===== src/include/ula_settings.svh =====
// Word, float field and opcode widths of the ULA
// Included by the package and by every RTL file that sizes a vector

`ifndef ULA_SETTINGS_SVH
`define ULA_SETTINGS_SVH

// Integer word
`define ULA_NUBITS 32

// Float fields of one word
`define ULA_NBMANT 23  // Magnitude mantissa, no hidden bit
`define ULA_NBEXPO 8   // Two's complement exponent

// Opcode
`define ULA_NBOPCO 6

// Exponent of float zero, -128
`define ULA_EXPZERO {1'b1, {(`ULA_NBEXPO-1){1'b0}}}

`endif


===== src/source/ula_pkg.sv =====
// Shared types of the ULA datapath
// Opcode enum with the accumulator machine numbering, word and float field types

`default_nettype none

`include "ula_settings.svh"

package ula_pkg;

	// ************************************************************
	// Opcodes
	// ************************************************************

	typedef enum logic [`ULA_NBOPCO-1:0] {
		NOP   = 6'd0,   // Pass accumulator
		LOD   = 6'd1,   // Pass memory operand
		ADD   = 6'd2,
		F_ADD = 6'd3,
		MLT   = 6'd4,
		F_MLT = 6'd5,
		DIV   = 6'd6,
		MOD   = 6'd8,
		SGN   = 6'd9,   // Sign of in1 onto in2
		F_SGN = 6'd10,
		NEG   = 6'd11,
		F_NEG = 6'd13,
		ABS   = 6'd15,
		F_ABS = 6'd17,
		PST   = 6'd19,  // Zero if negative
		F_PST = 6'd21,
		AND   = 6'd29,
		ORR   = 6'd30,
		XOR   = 6'd31,
		INV   = 6'd32,
		LAN   = 6'd34,  // Logical and
		LOR   = 6'd35,  // Logical or
		LIN   = 6'd36,  // Logical not
		LES   = 6'd38,
		F_LES = 6'd39,
		GRE   = 6'd40,
		F_GRE = 6'd41,
		EQU   = 6'd42,
		SHL   = 6'd43,
		SHR   = 6'd44,
		SRS   = 6'd45   // Arithmetic right shift
	} ula_op_t;

	// ************************************************************
	// Data types
	// ************************************************************

	typedef logic signed [`ULA_NUBITS-1:0] ula_word_t;  // Operand or result
	typedef logic signed [`ULA_NBEXPO-1:0] ula_exp_t;   // Float exponent
	typedef logic signed [`ULA_NBMANT:0]   ula_sman_t;  // Mantissa with sign after alignment

endpackage

`default_nettype wire


===== src/source/ula_unit_if.sv =====
// Link between the result selector and one execution unit
// The selector drives opcode and operands, the unit answers with its result

`timescale 1ns/10ps
`default_nettype none

interface ula_unit_if;
	import ula_pkg::*;

	ula_op_t   op;      // Decoded opcode
	ula_word_t in1;     // Memory operand
	ula_word_t in2;     // Accumulator operand
	ula_word_t result;  // Combinational unit result

	// Execution unit side
	modport unit (input op, in1, in2, output result);

	// Selector side
	modport sel (output op, in1, in2, input result);

endinterface

`default_nettype wire


===== src/source/ula_logic.sv =====
// Bitwise, conditional, compare and shift unit of the ULA
// Conditionals and compares answer 1 or 0 in a full word

`timescale 1ns/10ps
`default_nettype none

`include "ula_settings.svh"

module ula_logic (
	ula_unit_if.unit bus  // Opcode and operands in, result out
);
	import ula_pkg::*;

	ula_word_t              a, b;       // Memory and accumulator operands
	logic                   a_nz, b_nz; // Operand is nonzero
	logic                   flag;       // One-bit answer of a test
	logic [`ULA_NUBITS-1:0] sh;         // Shift count, unsigned

	assign a    = bus.in1;
	assign b    = bus.in2;
	assign a_nz = (a != '0);
	assign b_nz = (b != '0);
	assign sh   = b;

	// ************************************************************
	// Conditionals and compares
	// ************************************************************

	always_comb begin
		case (bus.op)
			LAN:     flag = a_nz && b_nz;
			LOR:     flag = a_nz || b_nz;
			LIN:     flag = !b_nz;       // Only in2 counts
			LES:     flag = (a < b);     // Signed
			GRE:     flag = (a > b);
			default: flag = (a == b);    // EQU
		endcase
	end

	// ************************************************************
	// Result select
	// ************************************************************

	always_comb begin
		case (bus.op)
			AND: bus.result = a & b;
			ORR: bus.result = a | b;
			XOR: bus.result = a ^ b;
			INV: bus.result = ~b;                  // Accumulator only
			SHL: bus.result = a << sh;
			SHR: bus.result = a >> sh;             // Fills with zeros
			SRS: bus.result = a >>> sh;            // Keeps the sign
			default: bus.result = {{(`ULA_NUBITS-1){1'b0}}, flag};
		endcase
	end

endmodule

`default_nettype wire


===== src/flat_wrapper.sv =====
// flat-port wrapper written by rule: the top's interface ports become plain ports
module ula_logic_flat import ula_pkg::*;
  (bus_op, bus_in1, bus_in2, bus_result);
  ula_unit_if bus_i ();
  input wire logic [$bits(bus_i.op)-1:0] bus_op;
  input wire logic [$bits(bus_i.in1)-1:0] bus_in1;
  input wire logic [$bits(bus_i.in2)-1:0] bus_in2;
  output wire logic [$bits(bus_i.result)-1:0] bus_result;
  assign bus_i.op = bus_op;
  assign bus_i.in1 = bus_in1;
  assign bus_i.in2 = bus_in2;
  assign bus_result = bus_i.result;
  ula_logic u_core (.bus(bus_i));
endmodule

===== config.mk =====
export PLATFORM = sky130hd
export DESIGN_NAME = ula_logic_flat
export DESIGN_NICKNAME = d
export VERILOG_FILES = /design/src/source/ula_pkg.sv /design/src/source/ula_unit_if.sv /design/src/source/ula_logic.sv /design/src/flat_wrapper.sv
export VERILOG_INCLUDE_DIRS = /design/src /design/src/include
export SDC_FILE = /design/constraint.sdc
export NUM_CORES = 1
export LEC_CHECK = 0
export BUFFER_PORTS_ARGS = -buffer_cell sky130_fd_sc_hd__buf_2
export CAP_MARGIN = 20
export CORE_AREA = 2 2 116 118
export DETAILED_ROUTE_END_ITERATION = 7
export DIE_AREA = 0 0 118 120
export PLACE_DENSITY_LB_ADDON = 0.08
export SLEW_MARGIN = 0
export SYNTH_ARGS = -nofsm -noshare
export SYNTH_HDL_FRONTEND = slang
export SYNTH_SLANG_ARGS = --single-unit

===== constraint.sdc =====
create_clock -name vclk -period 3.6
set_clock_uncertainty 0.2 [all_clocks]
set_input_delay 0.18 -clock vclk [all_inputs]
set_output_delay 0.18 -clock vclk [all_outputs]
set_load 0.005 [all_outputs]

; ---- Word level (Yosys, flattened, before mapping)
; Index checks and enable logic that the tools add are counted.
[word_totals]
ff_bits = 0
in_bits = 70
output_inout_bits = 32
wordCells = 29
[classes]
order_cmp = 2
eq_ne = 13
n_shift = 3
n_mux = 2
n_bitwise = 4
reduce_logical = 5
[op_table]
columns = op, count
row1 = case mux 32 bit (7 select lines), 1
row2 = nonzero test 32 bit, 2
row3 = "== test 6 bit, second input constant", 9
row4 = bitwise AND 32 bit, 1
row5 = == test 32 bit, 1
row6 = > comparator 32 bit, 1
row7 = < comparator 32 bit, 1
row8 = inverter 32 bit, 1
row9 = bitwise OR 32 bit, 1
row10 = left shift 32 x 32 -> 32 bit, 1
row11 = right shift 32 x 32 -> 32 bit, 1
row12 = >>> shifter 32 x 32 -> 32 bit, 1
row13 = bitwise XOR 32 bit, 1
row14 = "== test 6 x 5 -> 1 bit, second input constant", 3
row15 = case mux 1 bit (5 select lines), 1
row16 = logical AND 1 bit, 1
row17 = logical NOT 1 bit, 1
row18 = logical OR 1 bit, 1

; ---- Depth between registers and ports, before layout
[logic_depth]
word_depth = 4
mapped_depth = 13
depth_no_buf = 9

; ---- Worst setup path before layout
; No wires, ideal clock.
[synth_timing]
kind = input port to output port
startpoint = input port bus_in2[3]
endpoint = output port bus_result[0]
t_arrival_ns = 2.829
slack_ns = 0.391
stages = 13
path_cell_list = clkbuf_1 > clkinv_1 > buf_1 > clkbuf_1 > buf_2 > ha_1 > inv_1 > a21oi_1 > a21oi_1 > o41ai_1 > a32oi_1 > mux2i_1 > a211oi_1
[synth_between]
elab_chain_cells = 4
word_cells_on_any_way = 12
classes_between = order compare (2) / eq/ne (1) / shift (3) / mux (2) / reduce/logical (4)
[synth_lines]
columns = element, line
row1 = "start, declared", flat_wrapper.sv:7  ; input wire logic [$bits(bus_i.in2)-1:0] bus_in2;
row2 = "parallel branches: the longest is 3 deep, another holds > comparator 32 bit", --
row3 = case mux 32 bit (7 select lines) (*), ula_logic.sv:45  ; case (bus.op)
row4 = "end, declared", flat_wrapper.sv:8  ; output wire logic [$bits(bus_i.result)-1:0] bus_result;
; Every way passes the cells marked *.

; ---- Worst setup path in the final report
[layout_timing]
startpoint = input port bus_in2[18]
endpoint = output port bus_result[15]
[layout_between]
elab_chain_cells = 2
word_cells_on_any_way = 4
classes_between = shift (3) / mux (1)
[layout_lines]
columns = element, line
row1 = ">>> shifter 32 x 32 -> 32 bit, or another cell as far along", ula_logic.sv:52  ; SRS: bus.result = a >>> sh;
row2 = case mux 32 bit (7 select lines) (*), ula_logic.sv:45
; Mark *: on every way between the ends. The rest lies on a longest branch, timed or not.

==> key figures <==
Status
  • Status: complete, but fails checks
  • Failing checks: DRC

Route
  • DRT Wirelength: 35,640 um
  • ANT nets after route: 0
  • Via count: 9,697
  • Routed wire length per instance: 26.72 um
  • 1st-iter DRT viols: 2,014
  • Drc violations: 1
  • First-pass iteration count of the detailed router: 8
  • Vias per cell: 7.269

Setup path
  • Largest fanout on the critical path: 53
  • CP dominant cell by count: buf_2
  • Cells along the critical path: buf_2 -> or4_1 -> nor3_1 -> nand2_2 -> buf_12 -> a211oi_1 -> mux2i_1 -> o21ai_0 -> buf_4 -> a211o_1 -> buf_2
  • Delay-heaviest family, CP: simple AND/OR/NAND/NOR gates
  • Startpoint type of the worst setup path: input port
  • Worst EP required: 3.22 ns
  • Worst Setup End Kind: output port
  • Highest-delay cell along the critical path: or4_1
  • Worst path bufs/invs: 4
  • Crit Path Category: input port to output port
  • Critical path arrival: 3.03 ns
  • Slowest stage delay, CP: 0.60 ns

Place
  • Pre-CTS WS: 0.2944 ns
  • Final GP Congestion: 1.192
  • Port Buffer Count: 102
  • Inst Count DP: 1,334
  • HPWL after DPL: 27,770 um

Layout
  • Final Net Count: 1,326
  • FFs & Latches: 0
  • Share of layout cells above drive strength 1: 0.2478
  • Layout Area Growth over Synthesis: 13.47%
  • CLK BUF: 0
  • Register area: 0 um2
  • Commonest non-fill, non-tap cell in the layout: nor2_1
  • Non-Filler Instances: 1,334
  • Final antenna diode count: 0
  • Most frequent cells in the layout: 154 x nor2_1, 101 x buf_2, 96 x ha_1, 91 x a21oi_1, 76 x buf_4

Synthesis
  • Syn Inst Count: 1,066
  • Area contributors post-synth: ha_1 16%, mux4_2 10%, nor2_1 7.7%
  • Yosys warnings: 0
  • Mapped Avg Cell Area: 7.082 um2
  • Post-synth top area share: 0.1591
  • Post-Syn Area: 7550 um2
  • Post-Syn Nets: 1,232
  • Number of distinct library cells after synthesis: 73
  • Post-synth top area cell: ha_1
  • Register area share after synthesis: 0

Timing
  • Hold_ws: 0.7268 ns
  • Setup TNS Final: 0 ns
  • Final Max Tran Viols: 0
  • Final setup violation count: 0
  • Slew Limit Headroom: 0.4683
  • Worst slew pin tran: 0.7891 ns
  • Tcrit/Tclk final: 0.9476
  • RSZ-0062 raised after global routing: false
  • Minimum clock period: 3.411 ns
  • Fmax: 0.2932 GHz
  • Hold Violations, Final: 0
  • Final setup margin: 0.1888 ns

Power and ir drop
  • Reg power frac: 0
  • P_int: 0.0003540 W
  • Switch share: 0.6145
  • Leakage power: 3.842 nW
  • Clock Power Share: 0
  • Logic pwr share: 1.000
  • Psw: 0.0005644 W
  • Max IR drop VDD: 0.1077 mV
  • PwrDens: 107.2 nW/um2

Min path
  • Hold_sp: bus_op[3]
  • Hold WC Path Type: input port to output port
  • Hold Path Cell Cnt: 5
  • Worst Hold End: bus_result[0]

Global routing
  • Initial antenna violation count: 0
  • Total congestion overflow: 0
  • Number of global-route vias before repair: 8,739
  • All-layer global routing usage: 0.4883
  • Largest net degree at the start of global routing: 93
  • Global-route wire length before repair: 53,590 um

Floorplanning
  • Die width: 118 um
  • Ports: 102
  • Core ar.: 12,980 um2
  • # rows: 42
  • Die ar.: 14,160 um2
  • Die Y: 120 um
  • Starting density of the core: 0.5816

Clock tree
  • Setup Buffers After CTS: 0
  • Hold buffer count at CTS: 0
  • Post-cts sizing count: 0

Flow run
  • MaxCap Viol Count: 0
[synthesized netlist by cell type (26+ instances only)]
cell	count
mux2i_1	52
nor2_1	154
nor3_1	26
a21oi_1	91
ha_1	96
inv_1	73
clkbuf_1	59
nand2_1	69
mux2_2	51
mux4_2	35
o21ai_0	36
[per-layer routing]
layer / vias up / share of wire / track usage
met2: 874 / 0.41 / 0.7224
met5: - / 0 / 0
li1: 4190 / - / -
met4: 0 / 0.073 / 0.2636
met1: 4437 / 0.37 / 0.6485
met3: 196 / 0.15 / 0.1260
[power by group through the flow]
stage | Combinational, W | Clock, W | Sequential [W]
floorplan | 0.000545 | 0 | 0
global placement | 0.000863 | 0 | 0
detailed placement | 0.000873 | 0 | 0
CTS | 0.000877 | 0 | 0
global route | 0.000973 | 0 | 0
finish | 0.000918 | 0 | 0
[how the worst max path moves through the flow]
stage | from | to | slack (ns) | cells past startpoint
after floorplan | bus_in2[3] | bus_result[0] | 0.39 | 13
after global placement | bus_in2[17] | bus_result[0] | 0.31 | 11
after detailed placement | bus_in2[17] | bus_result[0] | 0.29 | 11
after CTS | bus_in2[17] | bus_result[0] | 0.28 | 11
after global routing | bus_in2[18] | bus_result[4] | 0.12 | 10
final | bus_in2[18] | bus_result[15] | 0.19 | 11
[area by class of cell]
type / instances / area, um2
fillers: 1209 / 4413
multi-input cells: 901 / 6889
repair buffers: 182 / 1176
inverters: 75 / 281.5
well taps: 176 / 220.2
[cell families after synthesis]
family,count (synthesis),synth area share
AOI/OAI and AO/OA,311,0.2807
and+or+nand+nor,355,0.2216
buffers and inverters,165,0.08783
adders and majority gates,97,0.1604
muxes,138,0.2494
[through the flow]
stage / util / instance area [um2] / total power (W)
floorplan: - / 7550 / 0.0005451
global placement: 0.6600 / 8567 / 0.0008635
detailed placement: 0.6600 / 8567 / 0.0008728
CTS: 0.6600 / 8567 / 0.0008771
global route: 0.6600 / 8567 / 0.0009733
finish: 0.6600 / 8567 / 0.0009184
No activity file was read; power rests on OpenSTA's default activity.
