File: config.mk
export PLATFORM = sky130hd
export DESIGN_NAME = ula_int_arith_flat
export DESIGN_NICKNAME = d
export VERILOG_FILES = /design/src/source/ula_pkg.sv /design/src/source/ula_unit_if.sv /design/src/source/ula_int_arith.sv /design/src/flat_wrapper.sv
export VERILOG_INCLUDE_DIRS = /design/src /design/src/include
export SDC_FILE = /design/constraint.sdc
export NUM_CORES = 2
export LEC_CHECK = 0
export BUFFER_PORTS_ARGS = -buffer_cell sky130_fd_sc_hd__buf_2
export CAP_MARGIN = 40
export CELL_PAD_IN_SITES_DETAIL_PLACEMENT = 1
export CELL_PAD_IN_SITES_GLOBAL_PLACEMENT = 2
export CORE_MARGIN = 2
export CORE_UTILIZATION = 35
export DETAILED_ROUTE_END_ITERATION = 12
export PLACE_DENSITY = 0.88
export SYNTH_ARGS = -nofsm -noshare
export SYNTH_HDL_FRONTEND = slang
export SYNTH_SLANG_ARGS = --single-unit
File: constraint.sdc
create_clock -name vclk -period 138.4
set_clock_uncertainty 0.1 [all_clocks]
set_input_delay 6.92 -clock vclk [all_inputs]
set_output_delay 6.92 -clock vclk [all_outputs]
set_load 0.01 [all_outputs]
File: src/include/ula_settings.svh
// Word, float field and opcode widths of the ULA
// Included by the package and by every RTL file that sizes a vector

`ifndef ULA_SETTINGS_SVH
`define ULA_SETTINGS_SVH

// Integer word
`define ULA_NUBITS 32

// Float fields of one word
`define ULA_NBMANT 23  // Magnitude mantissa, no hidden bit
`define ULA_NBEXPO 8   // Two's complement exponent

// Opcode
`define ULA_NBOPCO 6

// Exponent of float zero, -128
`define ULA_EXPZERO {1'b1, {(`ULA_NBEXPO-1){1'b0}}}

`endif

File: src/source/ula_pkg.sv
// Shared types of the ULA datapath
// Opcode enum with the accumulator machine numbering, word and float field types

`default_nettype none

`include "ula_settings.svh"

package ula_pkg;

	// ************************************************************
	// Opcodes
	// ************************************************************

	typedef enum logic [`ULA_NBOPCO-1:0] {
		NOP   = 6'd0,   // Pass accumulator
		LOD   = 6'd1,   // Pass memory operand
		ADD   = 6'd2,
		F_ADD = 6'd3,
		MLT   = 6'd4,
		F_MLT = 6'd5,
		DIV   = 6'd6,
		MOD   = 6'd8,
		SGN   = 6'd9,   // Sign of in1 onto in2
		F_SGN = 6'd10,
		NEG   = 6'd11,
		F_NEG = 6'd13,
		ABS   = 6'd15,
		F_ABS = 6'd17,
		PST   = 6'd19,  // Zero if negative
		F_PST = 6'd21,
		AND   = 6'd29,
		ORR   = 6'd30,
		XOR   = 6'd31,
		INV   = 6'd32,
		LAN   = 6'd34,  // Logical and
		LOR   = 6'd35,  // Logical or
		LIN   = 6'd36,  // Logical not
		LES   = 6'd38,
		F_LES = 6'd39,
		GRE   = 6'd40,
		F_GRE = 6'd41,
		EQU   = 6'd42,
		SHL   = 6'd43,
		SHR   = 6'd44,
		SRS   = 6'd45   // Arithmetic right shift
	} ula_op_t;

	// ************************************************************
	// Data types
	// ************************************************************

	typedef logic signed [`ULA_NUBITS-1:0] ula_word_t;  // Operand or result
	typedef logic signed [`ULA_NBEXPO-1:0] ula_exp_t;   // Float exponent
	typedef logic signed [`ULA_NBMANT:0]   ula_sman_t;  // Mantissa with sign after alignment

endpackage

`default_nettype wire

File: src/source/ula_unit_if.sv
// Link between the result selector and one execution unit
// The selector drives opcode and operands, the unit answers with its result

`timescale 1ns/10ps
`default_nettype none

interface ula_unit_if;
	import ula_pkg::*;

	ula_op_t   op;      // Decoded opcode
	ula_word_t in1;     // Memory operand
	ula_word_t in2;     // Accumulator operand
	ula_word_t result;  // Combinational unit result

	// Execution unit side
	modport unit (input op, in1, in2, output result);

	// Selector side
	modport sel (output op, in1, in2, input result);

endinterface

`default_nettype wire

File: src/source/ula_int_arith.sv
// Integer arithmetic unit of the ULA
// Combinational ADD, MLT, DIV, MOD, SGN, NEG, ABS and PST on signed words

`timescale 1ns/10ps
`default_nettype none

`include "ula_settings.svh"

module ula_int_arith (
	ula_unit_if.unit bus  // Opcode and operands in, result out
);
	import ula_pkg::*;

	ula_word_t a, b;       // Memory and accumulator operands
	logic      div_zero;   // Divisor is zero
	ula_word_t dvs;        // Divisor kept nonzero
	ula_word_t quo, rem;
	ula_word_t neg_b;
	logic      same_sign;

	assign a = bus.in1;
	assign b = bus.in2;

	// ************************************************************
	// Division
	// ************************************************************

	assign div_zero = (b == '0);
	assign dvs      = div_zero ? ula_word_t'(1) : b;  // Avoid x from a zero divisor
	assign quo      = a / dvs;                         // Signed, rounds toward zero
	assign rem      = a % dvs;                         // Sign follows a

	// ************************************************************
	// Sign handling
	// ************************************************************

	assign neg_b     = -b;
	assign same_sign = (a[`ULA_NUBITS-1] == b[`ULA_NUBITS-1]);

	// Operation select
	always_comb begin
		case (bus.op)
			MLT: bus.result = a * b;                           // Low word of product
			DIV: bus.result = div_zero ? '0 : quo;
			MOD: bus.result = div_zero ? '0 : rem;
			SGN: bus.result = same_sign ? b : neg_b;
			NEG: bus.result = neg_b;
			ABS: bus.result = b[`ULA_NUBITS-1] ? neg_b : b;
			PST: bus.result = b[`ULA_NUBITS-1] ? '0 : b;       // Clamp negatives
			default: bus.result = a + b;                       // ADD
		endcase
	end

endmodule

`default_nettype wire

File: src/flat_wrapper.sv
// flat-port wrapper written by rule: the top's interface ports become plain ports
module ula_int_arith_flat import ula_pkg::*;
  (bus_op, bus_in1, bus_in2, bus_result);
  ula_unit_if bus_i ();
  input wire logic [$bits(bus_i.op)-1:0] bus_op;
  input wire logic [$bits(bus_i.in1)-1:0] bus_in1;
  input wire logic [$bits(bus_i.in2)-1:0] bus_in2;
  output wire logic [$bits(bus_i.result)-1:0] bus_result;
  assign bus_i.op = bus_op;
  assign bus_i.in1 = bus_in1;
  assign bus_i.in2 = bus_in2;
  assign bus_result = bus_i.result;
  ula_int_arith u_core (.bus(bus_i));
endmodule
Word-level counts from Yosys, hierarchy flattened:

Cells that the tools add are included.

* register bits after elaboration: 0
* bits of input ports: 70
* output and inout port bits: 32
* word-level logic and storage cells: 21

* $add $sub $neg: 2
* multipliers: 1
* div/mod/pow operators: 2
* eq/ne operators: 8
* muxes and demuxes: 7
* reductions and logical operators: 1

Operator list (number)
* $pmux 32 s7: 1
* $mux 32: 5
* $add 32x32->32: 1
* $div 32x32->32: 1
* $logic_not 32->1: 1
* $mod 32x32->32: 1
* $mul 32x32->32: 1
* $neg 32->32: 1
* $mux 31: 1
* $eq 6x4->1 const B: 4
* $eq 6x3->1 const B: 2
* $eq 6x5->1 const B: 1
* $eq 1x1->1: 1

Longest topological paths before layout:

* depth in word-level cells: 5
* depth in mapped cells: 392

Worst setup path after synthesis:

Ideal clock, no wire load.

* path type: input-to-output
* start: input bus_in2[0]
* end: output bus_result[30]
* arrival time: 90.090 ns
* path slack: 41.290 ns
* cell stages on the path: 363
* path buffers: 58
* cell sequence: clkbuf_1 -> clkbuf_1 -> inv_1 -> ha_1 -> nor3b_1 -> nand3_1 -> or3_1 -> clkbuf_1 -> nand2_1 -> inv_1 -> ha_1 -> or3b_1 -> buf_2 -> o41ai_1 -> xor2_1 -> o311a_1 -> nand3_1 -> nor4_1 -> [... 327 more ...] -> a21oi_1 -> o41a_1 -> nor2_1 -> o211a_1 -> o31ai_1 -> o21a_1 -> clkbuf_1 -> mux2i_1 -> a2111oi_0 -> nor3_1 -> o31ai_1 -> nand4b_1 -> a2111o_1 -> or4_4 -> nor3_2 -> a31oi_1 -> xor2_1 -> o211ai_1

* cells in the longest elaborated chain, start to end: 5
* elaborated cells between the ends (all ways): 12

RTL lines
* from (decl): RTL line flat_wrapper.sv:7 `input wire logic [$bits(bus_i.in2)-1:0] bus_in2;`
* $logic_not 32->1: RTL line ula_int_arith.sv:28 `assign div_zero = (b == '0);`
* $mux 32: RTL line ula_int_arith.sv:29 `assign dvs = div_zero ? ula_word_t'(1) : b;`
* $mod 32x32->32 or $div 32x32->32 (tied branches): RTL line ula_int_arith.sv:31, ula_int_arith.sv:30
* $mux 32 (on tied branches): RTL line ula_int_arith.sv:45, ula_int_arith.sv:44
* $pmux 32 s7 (*): RTL line ula_int_arith.sv:42 `case (bus.op)`
* to (decl): RTL line flat_wrapper.sv:8 `output wire logic [$bits(bus_i.result)-1:0] bus_result;`

Mark *: on every way between the ends. The rest lies on a longest branch, timed or not.

Worst setup path in the final report:

* start: input bus_in2[1]
* end: output bus_result[23]

Same word-level chain as after synthesis.

==> impl_metrics.csv <==
group,metric,value,unit
critical_path,setup.worst_path.start,"bus_in2[1]",
die,core_area,152000,um2
global_route,grt_pass1_vias,62300,
final_layout,drive_gt1_frac,0.0706,
sta,setup_viol,0,
critical_path,cpMostUsedCell,"ha_1",
global_route,grt_max_degree,54,
detailed_routing,drt_wl_total,294000,um
critical_path,critPathSlowestCell,"nor2_1",
final_layout,regArea,0,um2
detailed_routing,route.met2.wl,128000,um
clock_tree,post_cts_resized,0,
final_layout,final_cell_mix,"nand2_1, inv_1, ha_1",
synth,ys_seq_area_frac,0,
critical_path,path_buf_inv,33,
detailed_routing,dr.pass1.iters,6,
clock_tree,cts_setup_buffers,0,
sta,timing.final.crit_share,0.861,
detailed_routing,drcViolationCount,0,
detailed_routing,routed_via_density,6.36,
critical_path,path_depth,350,
die,die-height,396,um
sta,hold_viol_final,0,
critical_path,slowest_delay,0.88,ns
detailed_routing,wl_per_cell,30.4,um
global_route,grt_usage,0.362,
synth,syn-cell-area,53900,um2
critical_path,worstSetupPathType,"in2out",
outcome,status,"complete, no violations",
final_layout,layout_commonest_cell,"nand2_1",
place,dp_cells,9660,
detailed_routing,vias,61500,
global_route,grt_overflow,0,
sta,layout_setup_ws,19.28,ns
detailed_routing,wl_met3,26900,um
die,dieArea,157000,um2
final_layout,area_delta_synth_final,6.91,%
final_layout,final_nets,8830,
die,ioPinCount,102,
synth,synthCells,7654,
die,start_util,0.353,
die,die_x,396,um
sta,tightest_slew,1.06,ns
die,rows,143,
critical_path,endpoint,"bus_result[23]",
detailed_routing,drtAntennaViolNets,0,
global_route,antenna_found_initial,25,
place,port_buffers,102,
synth,synthesis.nets,8850,
final_layout,nClkBuffers,0,
sta,rsz0062_at_grt,"no",
min_path,hold_class,"in2out",
critical_path,arrival,112.10,ns
place,dp_hpwl,239000,um
final_layout,n_fill_cell,19300,
sta,fin_setup_tns,0,ns
critical_path,crit_fanout,39,
sta,timing.slew.headroom,0.290,
synth,ys.warnings.count,0,
critical_path,critPathTopFamily,"compound AO/OA/AOI/OAI gates",
critical_path,worstSetupStartpointType,"input pin",
critical_path,endpoint_kind,"output pin",
place,dp_slack,22.83,ns
synth,avgSynthCellArea,7.04,um2
job,maxCapViolCount,0,
critical_path,critPathRequiredTime,131.38,ns
synth,ys_types,104,
final_layout,utilization,0.378,
place,place_congestion,1.04,
global_route,grt_pass1_wl,426000,um
sta,fin_crit,119.12,ns
sta,drv_slew,0,
final_layout,fin_cells,9668,
detailed_routing,drt-met1-wl,120000,um
detailed_routing,drtIter0Drc,6054,
final_layout,flops_and_latches,0,
clock_tree,ctsHoldBuffers,0,
detailed_routing,top_layer,"met5",
sta,fmax,0.00839,GHz
layer usage:
layer,vias to the layer above,track usage
met1,30800,0.473
met5,-,0
met3,800,0.0602
met2,3078,0.569
li1,26800,-
met4,30,0.192
tightest hold or removal path: cells and delay by family:
family / cells / cell delay, ns
buffers and inverters: 2 / 0.48
AO/OA/AOI/OAI: 2 / 0.42
stage by stage:
stage | hold slack [ns] | cell area [um2]
2_1_floorplan | 13.99 | 53900
3_3_place_gp | 14.62 | 57200
6_report | 14.65 | 57600
3_5_place_dp | 14.62 | 57500
5_1_grt | 14.63 | 57600
4_1_cts | 14.62 | 57500
cell usage after synthesis, types with 21 or more instances:
| master | count | share of area |
|---|---|---|
| nor3_1 | 192 | 0.018 |
| o21ai_0 | 377 | 0.035 |
| clkbuf_1 | 249 | 0.017 |
| a21boi_0 | 30 | 0.0042 |
| nor4_1 | 55 | 0.0064 |
| xnor2_1 | 375 | 0.061 |
| or4_1 | 30 | 0.0042 |
| ha_1 | 716 | 0.17 |
| buf_1 | 50 | 0.0035 |
| xor2_1 | 197 | 0.032 |
| mux2_2 | 49 | 0.010 |
| nor2_1 | 646 | 0.045 |
| o31a_1 | 26 | 0.0042 |
| buf_2 | 27 | 0.0025 |
| a221oi_1 | 35 | 0.0057 |
| or3_1 | 107 | 0.012 |
| fa_1 | 410 | 0.15 |
| a21o_1 | 170 | 0.024 |
| a31o_2 | 21 | 0.0034 |
| a21oi_1 | 537 | 0.050 |
| o21a_1 | 107 | 0.015 |
| a211o_1 | 24 | 0.0039 |
| and2_1 | 202 | 0.023 |
| nand2_1 | 955 | 0.067 |
| nand4_1 | 77 | 0.0089 |
| o211a_1 | 22 | 0.0041 |
| o211ai_1 | 76 | 0.011 |
| nand3_1 | 175 | 0.016 |
| mux2i_1 | 49 | 0.0091 |
| a211oi_1 | 54 | 0.0075 |
| or2_2 | 50 | 0.0058 |
| and3_1 | 45 | 0.0052 |
| nand2b_1 | 77 | 0.0089 |
| o21bai_1 | 50 | 0.0070 |
| nor2b_1 | 64 | 0.0074 |
| o31ai_1 | 77 | 0.011 |
| o2111ai_1 | 21 | 0.0034 |
| a31oi_1 | 100 | 0.012 |
| inv_1 | 747 | 0.052 |
logic make-up after synthesis:
family                   after synthesis  share of synthesized area
AO/OA/AOI/OAI                       2012                      0.248
XOR/XNOR                             574                     0.0936
adder cells (fa/ha/maj)             1126                      0.319
buffers and inverters               1078                     0.0763
multiplexers                          98                     0.0194
AND/OR/NAND/NOR                     2766                      0.244
worst min path at each step:
stage / startpoint / end / depth (start not counted)
global placement: bus_in2[29] / bus_result[29] / 4
finish: bus_in2[29] / bus_result[29] / 4
detailed placement: bus_in2[29] / bus_result[29] / 4
CTS: bus_in2[29] / bus_result[29] / 4
floorplan: bus_in1[0] / bus_result[0] / 2
global route: bus_in2[29] / bus_result[29] / 4
cell type report:
type / count / area, um2 / share of cell area
well taps: 2030 / 2540 / 0.0441
multi-input cells: 6576 / 50100 / 0.871
repair buffers: 309 / 2090 / 0.0363
inverters: 747 / 2800 / 0.0487
diodes: 6 / 15.0 / 0.000261
