===== src/include/ula_settings.svh =====
// Word, float field and opcode widths of the ULA
// Included by the package and by every RTL file that sizes a vector

`ifndef ULA_SETTINGS_SVH
`define ULA_SETTINGS_SVH

// Integer word
`define ULA_NUBITS 32

// Float fields of one word
`define ULA_NBMANT 23  // Magnitude mantissa, no hidden bit
`define ULA_NBEXPO 8   // Two's complement exponent

// Opcode
`define ULA_NBOPCO 6

// Exponent of float zero, -128
`define ULA_EXPZERO {1'b1, {(`ULA_NBEXPO-1){1'b0}}}

`endif


===== src/source/ula_pkg.sv =====
// Shared types of the ULA datapath
// Opcode enum with the accumulator machine numbering, word and float field types

`default_nettype none

`include "ula_settings.svh"

package ula_pkg;

	// ************************************************************
	// Opcodes
	// ************************************************************

	typedef enum logic [`ULA_NBOPCO-1:0] {
		NOP   = 6'd0,   // Pass accumulator
		LOD   = 6'd1,   // Pass memory operand
		ADD   = 6'd2,
		F_ADD = 6'd3,
		MLT   = 6'd4,
		F_MLT = 6'd5,
		DIV   = 6'd6,
		MOD   = 6'd8,
		SGN   = 6'd9,   // Sign of in1 onto in2
		F_SGN = 6'd10,
		NEG   = 6'd11,
		F_NEG = 6'd13,
		ABS   = 6'd15,
		F_ABS = 6'd17,
		PST   = 6'd19,  // Zero if negative
		F_PST = 6'd21,
		AND   = 6'd29,
		ORR   = 6'd30,
		XOR   = 6'd31,
		INV   = 6'd32,
		LAN   = 6'd34,  // Logical and
		LOR   = 6'd35,  // Logical or
		LIN   = 6'd36,  // Logical not
		LES   = 6'd38,
		F_LES = 6'd39,
		GRE   = 6'd40,
		F_GRE = 6'd41,
		EQU   = 6'd42,
		SHL   = 6'd43,
		SHR   = 6'd44,
		SRS   = 6'd45   // Arithmetic right shift
	} ula_op_t;

	// ************************************************************
	// Data types
	// ************************************************************

	typedef logic signed [`ULA_NUBITS-1:0] ula_word_t;  // Operand or result
	typedef logic signed [`ULA_NBEXPO-1:0] ula_exp_t;   // Float exponent
	typedef logic signed [`ULA_NBMANT:0]   ula_sman_t;  // Mantissa with sign after alignment

endpackage

`default_nettype wire


===== src/source/ula_unit_if.sv =====
// Link between the result selector and one execution unit
// The selector drives opcode and operands, the unit answers with its result

`timescale 1ns/10ps
`default_nettype none

interface ula_unit_if;
	import ula_pkg::*;

	ula_op_t   op;      // Decoded opcode
	ula_word_t in1;     // Memory operand
	ula_word_t in2;     // Accumulator operand
	ula_word_t result;  // Combinational unit result

	// Execution unit side
	modport unit (input op, in1, in2, output result);

	// Selector side
	modport sel (output op, in1, in2, input result);

endinterface

`default_nettype wire


===== src/source/ula_norm.sv =====
// Leading-zero normalizer for float sums and products
// Moves the mantissa up until its top bit is set and lowers the exponent to match

`timescale 1ns/10ps
`default_nettype none

`include "ula_settings.svh"

module ula_norm (
	input  ula_pkg::ula_word_t raw,   // Float before normalization
	output ula_pkg::ula_word_t norm   // Same value, mantissa top bit set
);
	import ula_pkg::*;

	logic                   sgn;
	ula_exp_t               exp_in, exp_out;
	logic [`ULA_NBMANT-1:0] man;
	ula_exp_t               lz;       // Leading zero count

	assign sgn    = raw[`ULA_NUBITS-1];
	assign exp_in = raw[`ULA_NUBITS-2:`ULA_NBMANT];
	assign man    = raw[`ULA_NBMANT-1:0];

	// Priority chain, the highest set bit wins
	always_comb begin
		lz = '0;
		for (int i = 0; i < `ULA_NBMANT; i++) begin
			if (man[i])
				lz = ula_exp_t'(`ULA_NBMANT - 1 - i);
		end
	end

	// Zero mantissa gets the zero exponent
	assign exp_out = (man == '0) ? `ULA_EXPZERO : exp_in - lz;

	assign norm = {sgn, exp_out, man << lz};

endmodule

`default_nettype wire


===== src/source/ula_float.sv =====
// Float unit of the ULA
// Word is sign, 8-bit two's complement exponent, 23-bit mantissa without hidden bit
// Sums and products leave through the normalizer, sign ops and compares do not

`timescale 1ns/10ps
`default_nettype none

`include "ula_settings.svh"

module ula_float (
	ula_unit_if.unit bus  // Opcode and operands in, result out
);
	import ula_pkg::*;

	// Unpacked operands
	logic                     s1, s2;
	ula_exp_t                 e1, e2;
	logic [`ULA_NBMANT-1:0]   m1, m2;
	// Alignment
	logic signed [`ULA_NBEXPO:0] e_diff;  // e1 - e2, one bit wider
	logic                     e2_big;
	logic [`ULA_NBEXPO:0]     sh1, sh2;
	ula_exp_t                 e_big;
	logic [`ULA_NBMANT-1:0]   am1, am2;
	ula_sman_t                sm1, sm2;
	// Add and multiply
	logic signed [`ULA_NBMANT+1:0] sum, sum_mag;
	ula_exp_t                 e_add, e_mlt;
	logic [2*`ULA_NBMANT-1:0] prod;
	logic [`ULA_NBMANT-1:0]   m_mlt;
	ula_word_t                fadd_raw, fmlt_raw, norm_in, norm_res;
	ula_word_t                fzero;
	logic                     flag;

	assign s1 = bus.in1[`ULA_NUBITS-1];
	assign s2 = bus.in2[`ULA_NUBITS-1];
	assign e1 = bus.in1[`ULA_NUBITS-2:`ULA_NBMANT];
	assign e2 = bus.in2[`ULA_NUBITS-2:`ULA_NBMANT];
	assign m1 = bus.in1[`ULA_NBMANT-1:0];
	assign m2 = bus.in2[`ULA_NBMANT-1:0];

	assign fzero = {1'b0, `ULA_EXPZERO, {`ULA_NBMANT{1'b0}}};

	// ************************************************************
	// Alignment to the larger exponent
	// ************************************************************

	assign e_diff = e1 - e2;
	assign e2_big = e_diff[`ULA_NBEXPO];          // Negative difference
	assign sh1    = e2_big ? -e_diff : '0;
	assign sh2    = e2_big ? '0 : e_diff;
	assign e_big  = e2_big ? e2 : e1;

	assign am1 = m1 >> sh1;                       // Only the smaller one moves
	assign am2 = m2 >> sh2;
	assign sm1 = s1 ? -ula_sman_t'({1'b0, am1}) : ula_sman_t'({1'b0, am1});
	assign sm2 = s2 ? -ula_sman_t'({1'b0, am2}) : ula_sman_t'({1'b0, am2});

	// ************************************************************
	// F_ADD and F_MLT
	// ************************************************************

	assign sum      = sm1 + sm2;                  // Extra bit for carry
	assign sum_mag  = sum[`ULA_NBMANT+1] ? -sum : sum;
	assign e_add    = e_big + ula_exp_t'(1);      // Makes up for the dropped bit
	assign fadd_raw = {sum[`ULA_NBMANT+1], e_add, sum_mag[`ULA_NBMANT:1]};

	assign prod     = m1 * m2;
	assign m_mlt    = prod[2*`ULA_NBMANT-1:`ULA_NBMANT];  // Upper half
	assign e_mlt    = e1 + e2 + ula_exp_t'(`ULA_NBMANT);
	assign fmlt_raw = (m_mlt == '0) ? fzero : {s1 ^ s2, e_mlt, m_mlt};

	assign norm_in = (bus.op == F_MLT) ? fmlt_raw : fadd_raw;

	ula_norm i_norm (
		.raw  (norm_in),
		.norm (norm_res)
	);

	// ************************************************************
	// Sign ops and compares
	// ************************************************************

	assign flag = (bus.op == F_LES) ? (sm1 < sm2) : (sm1 > sm2);  // F_GRE otherwise

	always_comb begin
		case (bus.op)
			F_SGN: bus.result = {s1, bus.in2[`ULA_NUBITS-2:0]};
			F_NEG: bus.result = {~s2, bus.in2[`ULA_NUBITS-2:0]};
			F_ABS: bus.result = {1'b0, bus.in2[`ULA_NUBITS-2:0]};
			F_PST: bus.result = s2 ? fzero : bus.in2;
			F_LES, F_GRE: bus.result = {{(`ULA_NUBITS-1){1'b0}}, flag};
			default: bus.result = norm_res;        // F_ADD and F_MLT
		endcase
	end

endmodule

`default_nettype wire


===== src/flat_wrapper.sv =====
// flat-port wrapper written by rule: the top's interface ports become plain ports
module ula_float_flat import ula_pkg::*;
  (bus_op, bus_in1, bus_in2, bus_result);
  ula_unit_if bus_i ();
  input wire logic [$bits(bus_i.op)-1:0] bus_op;
  input wire logic [$bits(bus_i.in1)-1:0] bus_in1;
  input wire logic [$bits(bus_i.in2)-1:0] bus_in2;
  output wire logic [$bits(bus_i.result)-1:0] bus_result;
  assign bus_i.op = bus_op;
  assign bus_i.in1 = bus_in1;
  assign bus_i.in2 = bus_in2;
  assign bus_result = bus_i.result;
  ula_float u_core (.bus(bus_i));
endmodule

===== config.mk =====
export PLATFORM = sky130hd
export DESIGN_NAME = ula_float_flat
export DESIGN_NICKNAME = d
export VERILOG_FILES = /design/src/source/ula_pkg.sv /design/src/source/ula_unit_if.sv /design/src/source/ula_norm.sv /design/src/source/ula_float.sv /design/src/flat_wrapper.sv
export VERILOG_INCLUDE_DIRS = /design/src /design/src/include
export SDC_FILE = /design/constraint.sdc
export NUM_CORES = 2
export LEC_CHECK = 0
export ABC_AREA = 1
export BUFFER_PORTS_ARGS = -buffer_cell sky130_fd_sc_hd__buf_2
export CAP_MARGIN = 20
export CORE_MARGIN = 1.5
export CORE_UTILIZATION = 44
export DETAILED_ROUTE_END_ITERATION = 12
export PLACE_DENSITY = 0.6
export SLEW_MARGIN = 20
export SYNTH_ARGS = -nofsm -noshare
export SYNTH_HDL_FRONTEND = slang
export SYNTH_HIERARCHICAL = 1
export SYNTH_SLANG_ARGS = --single-unit

===== constraint.sdc =====
create_clock -name vclk -period 14.5
set_clock_uncertainty 0.2 [all_clocks]
set_input_delay 2.175 -clock vclk [all_inputs]
set_output_delay 2.175 -clock vclk [all_outputs]
set_load 0.01 [all_outputs]

Word level (Yosys, flattened, before mapping)
Index checks and enable logic that the tools add are counted.

operators by class
  shift-type cells = 3
  multiplexer cells = 35
  reductions and logical operators = 3
  $lt $le $gt $ge = 2
  multipliers = 1
  bitwise operators = 2
  add/subtract/negate cells = 10
  equality and inequality tests = 7

operator list
  operator                                              number
  2-to-1 mux 8 bit                                      25
  one-hot mux 32 bit (5 select lines)                   1
  2-to-1 mux 24 bit                                     3
  2-to-1 mux 32 bit                                     2
  negator 23 -> 24 bit                                  2
  zero test 23 bit                                      2
  multiplier 23 x 23 -> 46 bit                          1
  right shift 23 x 9 -> 23 bit                          2
  2-to-1 mux 31 bit                                     1
  adder 24 x 24 -> 25 bit                               1
  > comparator 24 bit                                   1
  < comparator 24 bit                                   1
  negator 24 bit                                        1
  left shift 23 x 8 -> 23 bit                           1
  equality test 6 x 4 -> 1 bit (second input constant)  2
  equality test 6 x 5 -> 1 bit (second input constant)  2
  equality test 6 bit (second input constant)           2
  2-to-1 mux 9 bit                                      1
  negator 9 bit                                         1
  subtractor 8 x 8 -> 9 bit                             1
  adder 8 x 2 -> 8 bit (second input constant)          1
  adder 8 x 6 -> 8 bit (second input constant)          1
  adder 8 bit                                           1
  subtractor 8 bit                                      1
  other kinds (6)                                       6

word-level totals
  output and inout port bits = 32
  bits in registers = 0

Longest topological paths before layout
  depth after elaboration = 36
  mapped depth = 81
  mapped depth without buffers = 78

Cells and area by module
Netlist, hierarchy kept.

by module, submodules not included
  module     area each (sq um)  instances  cells an instance  seq. area each (sq um)
  ula_float  26367.8            1          4034               0.0
  ula_norm   1697.9             1          355                0.0

Worst setup path after synthesis
OpenSTA, ideal clock, no wires.

  path type = in2out
  start point = input bus_in2[8]
  end point = output bus_result[29]
  setup slack = 1.606 ns
  stages on the path = 49
  data arrival time = 10.519 ns
  cells stage by stage = clkbuf_1 > clkbuf_1 > nand2_1 > fa_1 > inv_1 > fa_1 > inv_1 > fa_1 > inv_1 > fa_1 > inv_1 > fa_1 > fa_1 > inv_1 > fa_1 > ha_1 > a21oi_1 > inv_1 > [13 not listed] > nand2_1 > nand2_1 > nand2_1 > nand2_1 > nand2_1 > nand2_2 > nand2_4 > nand2_4 > buf_6 > ha_1 > fa_1 > o31ai_1 > nand2_1 > nand2_1 > o21ai_0 > a21oi_1 > nand3_1 > o21ai_0

on the way
  elaborated cells between the ends (all ways) = 37
  those cells by class = add/sub: 4; mul: 1; shift: 1; mux: 29; reduce/logical: 2

RTL lines
  element                                  line               text
  start, declared                          flat_wrapper.sv:7  input wire logic [$bits(bus_i.in2)-1:0] bus_in2;
  right shift 23 x 9 -> 23 bit             ula_float.sv:55    assign am2 = m2 >> sh2;
  negator 23 -> 24 bit                     ula_float.sv:57    assign sm2 = s2 ? -ula_sman_t'({1'b0, am2}) : ula_sman_t'({1'b0, am2});
  2-to-1 mux 24 bit                        ula_float.sv:57
  adder 24 x 24 -> 25 bit                  ula_float.sv:63    assign sum = sm1 + sm2;
  negator 24 bit                           ula_float.sv:64    assign sum_mag = sum[`ULA_NBMANT+1] ? -sum : sum;
  2-to-1 mux 24 bit                        ula_float.sv:64
  2-to-1 mux 32 bit (*)                    ula_float.sv:73    assign norm_in = (bus.op == F_MLT) ? fmlt_raw : fadd_raw;
  via u_core.norm_in[10]                   ula_float.sv:31    ula_word_t fadd_raw, fmlt_raw, norm_in, norm_res;
  2-to-1 mux 8 bit (13 in a row)           ula_norm.sv:28     if (man[i])
  subtractor 8 bit                         ula_norm.sv:34     assign exp_out = (man == '0) ? `ULA_EXPZERO : exp_in - lz;
  2-to-1 mux 8 bit (*)                     ula_norm.sv:34
  via u_core.norm_res[29]                  ula_float.sv:31
  one-hot mux 32 bit (5 select lines) (*)  ula_float.sv:87    case (bus.op)
  end, declared                            flat_wrapper.sv:8  output wire logic [$bits(bus_i.result)-1:0] bus_result;

Mark *: on every way through the listed nets, which the timed path passes. The rest lies on a longest branch.

Final worst setup path
  start point = input bus_in1[7]
  end point = output bus_result[29]

on the way
  elaborated cells between the ends (all ways) = 37
  those cells by class = add/sub: 4; mul: 1; shift: 1; mux: 29; reduce/logical: 2

RTL lines
  element                                  line               text
  start, declared                          flat_wrapper.sv:6  input wire logic [$bits(bus_i.in1)-1:0] bus_in1;
  right shift 23 x 9 -> 23 bit             ula_float.sv:54    assign am1 = m1 >> sh1;
  negator 23 -> 24 bit                     ula_float.sv:56    assign sm1 = s1 ? -ula_sman_t'({1'b0, am1}) : ula_sman_t'({1'b0, am1});
  2-to-1 mux 24 bit                        ula_float.sv:56
  adder 24 x 24 -> 25 bit                  ula_float.sv:63
  negator 24 bit                           ula_float.sv:64
  2-to-1 mux 24 bit                        ula_float.sv:64
  2-to-1 mux 32 bit (*)                    ula_float.sv:73
  via u_core.norm_in[10]                   ula_float.sv:31
  2-to-1 mux 8 bit (13 in a row)           ula_norm.sv:28
  subtractor 8 bit                         ula_norm.sv:34
  2-to-1 mux 8 bit (*)                     ula_norm.sv:34
  via u_core.norm_res[29]                  ula_float.sv:31
  one-hot mux 32 bit (5 select lines) (*)  ula_float.sv:87

Marked as above.

==> out/qor.log <==
qor: status.status finished clean
qor: worst_setup_path.cpMaxStageDelayCell sky130_fd_sc_hd__buf_2
qor: floorplan.design.core.area 63100 µm²
qor: yosys.synth.yosys.warnings 6
qor: sta.relSlewSlack 0.304
qor: yosys.synthesis.instances 4389
qor: drt.drt_pre_antenna_iters 6
qor: global_route.global_route.usage.met1 0.425
qor: yosys.synth.mux.area_fraction 0
qor: worst_setup_path.crit_family adder cells
qor: finish.num_antenna_cells 0
qor: floorplan.num_io_pins 102
qor: drt.num_vias 27200
qor: sta.max_clock_freq 0.0717 GHz
qor: drt.detail_route.drc_violations 0
qor: yosys.synth_cell_types 57
qor: placed_design.portbufs 102
qor: worst_setup_path.cp.required 12.12 ns
qor: finish.final_nets 5136
qor: sta.final.min_clock_period 13.96 ns
qor: drt.vias_per_cell 5.21
qor: floorplan.fp.dieArea 65300 µm²
qor: sta.slew_viol_final 0
qor: yosys.yosysTopAreaCell sky130_fd_sc_hd__fa_1
qor: worst_setup_path.crit_type primary input to primary output
qor: placed_design.place_hpwl 77.4 mm
qor: global_route.grt_antenna_before_repair 0
qor: drt.dr.first_iter.drc_count 2367
qor: worst_setup_path.timing.critical_path.depth 48
qor: worst_setup_path.end_kind primary output
qor: finish.layout-drive-gt1-share 0.0727
qor: drt.detail_route.wl_per_cell 17.9 µm
qor: yosys.post_synth_adder_cell_area 0.424
qor: finish.area_overhead_of_the_layout_relative_to_synthesis 5.42%
qor: sta.timing_hold_violations_final 0
qor: global_route.global_route.usage.total 0.285
qor: yosys.post_synth_and_or_nand_nor_area_fraction 0.298
qor: global_route.grt_busiest_layer met2
qor: yosys.ys_top_cells_by_area sky130_fd_sc_hd__fa_1, sky130_fd_sc_hd__nand2_1, sky130_fd_sc_hd__inv_1
qor: worst_setup_path.timing.critical_path.buf_inv 10
qor: yosys.post_synthesis_compound_gate_area_fraction 0.0694
qor: worst_setup_path.crit_path_max_fanout 25
qor: worst_setup_path.critPathMaxStageDelay 0.60 ns
qor: worst_setup_path.worst-endpoint-arrival 11.58 ns
qor: drt.postRouteWirelength 93.5 mm
qor: floorplan.start_util 0.445
qor: yosys.avgSynthCellArea 6.39 µm²
qor: drt.ant_nets 0
qor: yosys.seq_area_frac_synth 0
qor: global_route.grt_pass1_wl 148 mm
qor: finish.layout.clock_buffers 0
qor: finish.layout.sequential_cells 0
qor: global_route.grt_max_degree 42
qor: worst_hold_path.hold_path_depth 4
qor: yosys.synthesis.area 28100 µm²
qor: floorplan.die_h 256 µm
qor: global_route.grt_overflow_total 0
qor: floorplan.rows 92
qor: run.maxCapViolations 0
qor: global_route.grt_use_met3 0.0334
qor: global_route.gr-usage-met2 0.447
qor: global_route.grt_pass1_vias 26400
qor: worst_setup_path.timing.critical_path.from_type primary input
qor: finish.utilization 0.469
qor: floorplan.dieWidth 256 µm
qor: sta.worstMarginPinSlew 1.04 ns
qor: yosys.synth_largest_type_area_fraction 0.314
qor: worst_hold_path.hold_path.class primary input to primary output
qor: sta.period_share 0.963
qor: yosys.synth_top_family_by_area adder cells
qor: finish.sequential_cell_area 0 µm²
qor: worst_setup_path.path_common_cell sky130_fd_sc_hd__nand2_1
qor: sta.setup_violations 0
qor: placed_design.place_congestion 0.972
qor: yosys.synth_xor_area_frac 0.0261
qor: yosys.syn_nets 5147
## worst paths after layout
kind / from / endpoint
worst max-delay path: bus_in1[7] / bus_result[29]
worst min-delay path: bus_in2[23] / bus_result[23]
## cell families (layout without fill, tap and decap cells)
group,Yosys count,in the layout
AO/OA/AOI/OAI,348,349
XOR/XNOR,81,81
adder cells (fa/ha/maj),688,688
buffers and inverters,1332,1315
AND/OR/NAND/NOR,1940,1943
## Yosys cell counts (6+ instances only)
cell type	n
sky130_fd_sc_hd__clkbuf_1	164
sky130_fd_sc_hd__buf_6	6
sky130_fd_sc_hd__o21a_1	12
sky130_fd_sc_hd__xor2_1	53
sky130_fd_sc_hd__inv_2	33
sky130_fd_sc_hd__nand2_2	16
sky130_fd_sc_hd__nor2_2	9
sky130_fd_sc_hd__a21oi_1	125
sky130_fd_sc_hd__o21bai_1	10
sky130_fd_sc_hd__o31ai_1	6
sky130_fd_sc_hd__nand3_2	15
sky130_fd_sc_hd__nor2_4	7
sky130_fd_sc_hd__nand4_1	24
sky130_fd_sc_hd__inv_1	1087
sky130_fd_sc_hd__buf_2	26
sky130_fd_sc_hd__nor3_1	26
sky130_fd_sc_hd__nand2_1	1117
sky130_fd_sc_hd__o21ai_1	27
sky130_fd_sc_hd__o21ai_0	123
sky130_fd_sc_hd__or2_2	8
sky130_fd_sc_hd__a31oi_1	12
sky130_fd_sc_hd__ha_1	248
sky130_fd_sc_hd__xnor2_1	25
sky130_fd_sc_hd__fa_1	440
sky130_fd_sc_hd__nand3_1	480
sky130_fd_sc_hd__nor2_1	206
sky130_fd_sc_hd__nor4_1	7
## layer usage
layer	wire length, µm	vias to the layer above	share of wire
met5	0	-	0
met4	1710	0	0.018
met3	7690	110	0.082
met2	40900	1068	0.44
met1	43200	12900	0.46
li1	-	13100	-
## timing repair
| item | in CTS | in global routing |
|---|---|---|
| hold buffers | 0 | 0 |
| setup endpoints to repair | 0 | 26 |
| buffers inserted | 0 | 5 |
| endpoints found under the hold margin | 0 | 0 |
| resized for setup | 0 | 25 |
## per-stage QoR
step | cells | setup TNS (ns) | area, µm² | worst slack, ns | hold slack (ns)
2_1_floorplan | 4389 | 0 | 28100 | 1.61 | 4.33
3_3_place_gp | 5213 | 0 | 29400 | 0.610 | 4.56
3_5_place_dp | 5213 | 0 | 29400 | 0.551 | 4.56
4_1_cts | 5213 | 0 | 29400 | 0.524 | 4.56
5_1_grt | 5222 | -0.0326 | 29600 | -0.0326 | 4.63
6_report | 5222 | 0 | 29600 | 0.544 | 4.56
## cell usage in the layout (no fill, tap or decap), types with 4 or more instances in the layout
master / netlist / layout
sky130_fd_sc_hd__nor4_1: 7 / 6
sky130_fd_sc_hd__nor2_4: 7 / 9
sky130_fd_sc_hd__o21a_1: 12 / 12
sky130_fd_sc_hd__nand4_1: 24 / 24
sky130_fd_sc_hd__xnor2_1: 25 / 25
sky130_fd_sc_hd__nand2_1: 1117 / 1117
sky130_fd_sc_hd__o21bai_1: 10 / 9
sky130_fd_sc_hd__buf_2: 26 / 102
sky130_fd_sc_hd__nor3_2: 3 / 7
sky130_fd_sc_hd__nand3_1: 480 / 479
sky130_fd_sc_hd__or2_2: 8 / 8
sky130_fd_sc_hd__nor2_2: 9 / 9
sky130_fd_sc_hd__nand2_2: 16 / 16
sky130_fd_sc_hd__buf_4: 5 / 86
sky130_fd_sc_hd__ha_1: 248 / 248
sky130_fd_sc_hd__o31ai_1: 6 / 5
sky130_fd_sc_hd__o21ai_0: 123 / 118
sky130_fd_sc_hd__nand2_4: 5 / 5
sky130_fd_sc_hd__nand3b_1: 5 / 5
sky130_fd_sc_hd__nor3_1: 26 / 22
sky130_fd_sc_hd__o21ai_1: 27 / 31
sky130_fd_sc_hd__inv_1: 1087 / 1085
sky130_fd_sc_hd__nand3_2: 15 / 15
sky130_fd_sc_hd__clkinv_1: 5 / 6
sky130_fd_sc_hd__a21o_1: 4 / 4
sky130_fd_sc_hd__fa_1: 440 / 440
sky130_fd_sc_hd__xor2_2: 1 / 4
sky130_fd_sc_hd__o21ai_2: 4 / 6
sky130_fd_sc_hd__inv_2: 33 / 32
sky130_fd_sc_hd__a21oi_1: 125 / 124
sky130_fd_sc_hd__o211ai_1: 5 / 5
sky130_fd_sc_hd__nor2_1: 206 / 205
sky130_fd_sc_hd__xor2_1: 53 / 50
sky130_fd_sc_hd__a31oi_1: 12 / 12
sky130_fd_sc_hd__a221oi_1: 5 / 5
## area by class of cell
| class | instances | area, µm² |
|---|---|---|
| Inverter | 1126 | 4240 |
| Fill cell | 6775 | 33500 |
| Timing Repair Buffer | 189 | 1180 |
| Tap cell | 846 | 1060 |
| Multi-Input combinational cell | 3061 | 23100 |
Power is not shown: default switching activity piles up to over one toggle a cycle in this logic, so the estimate is an artifact.
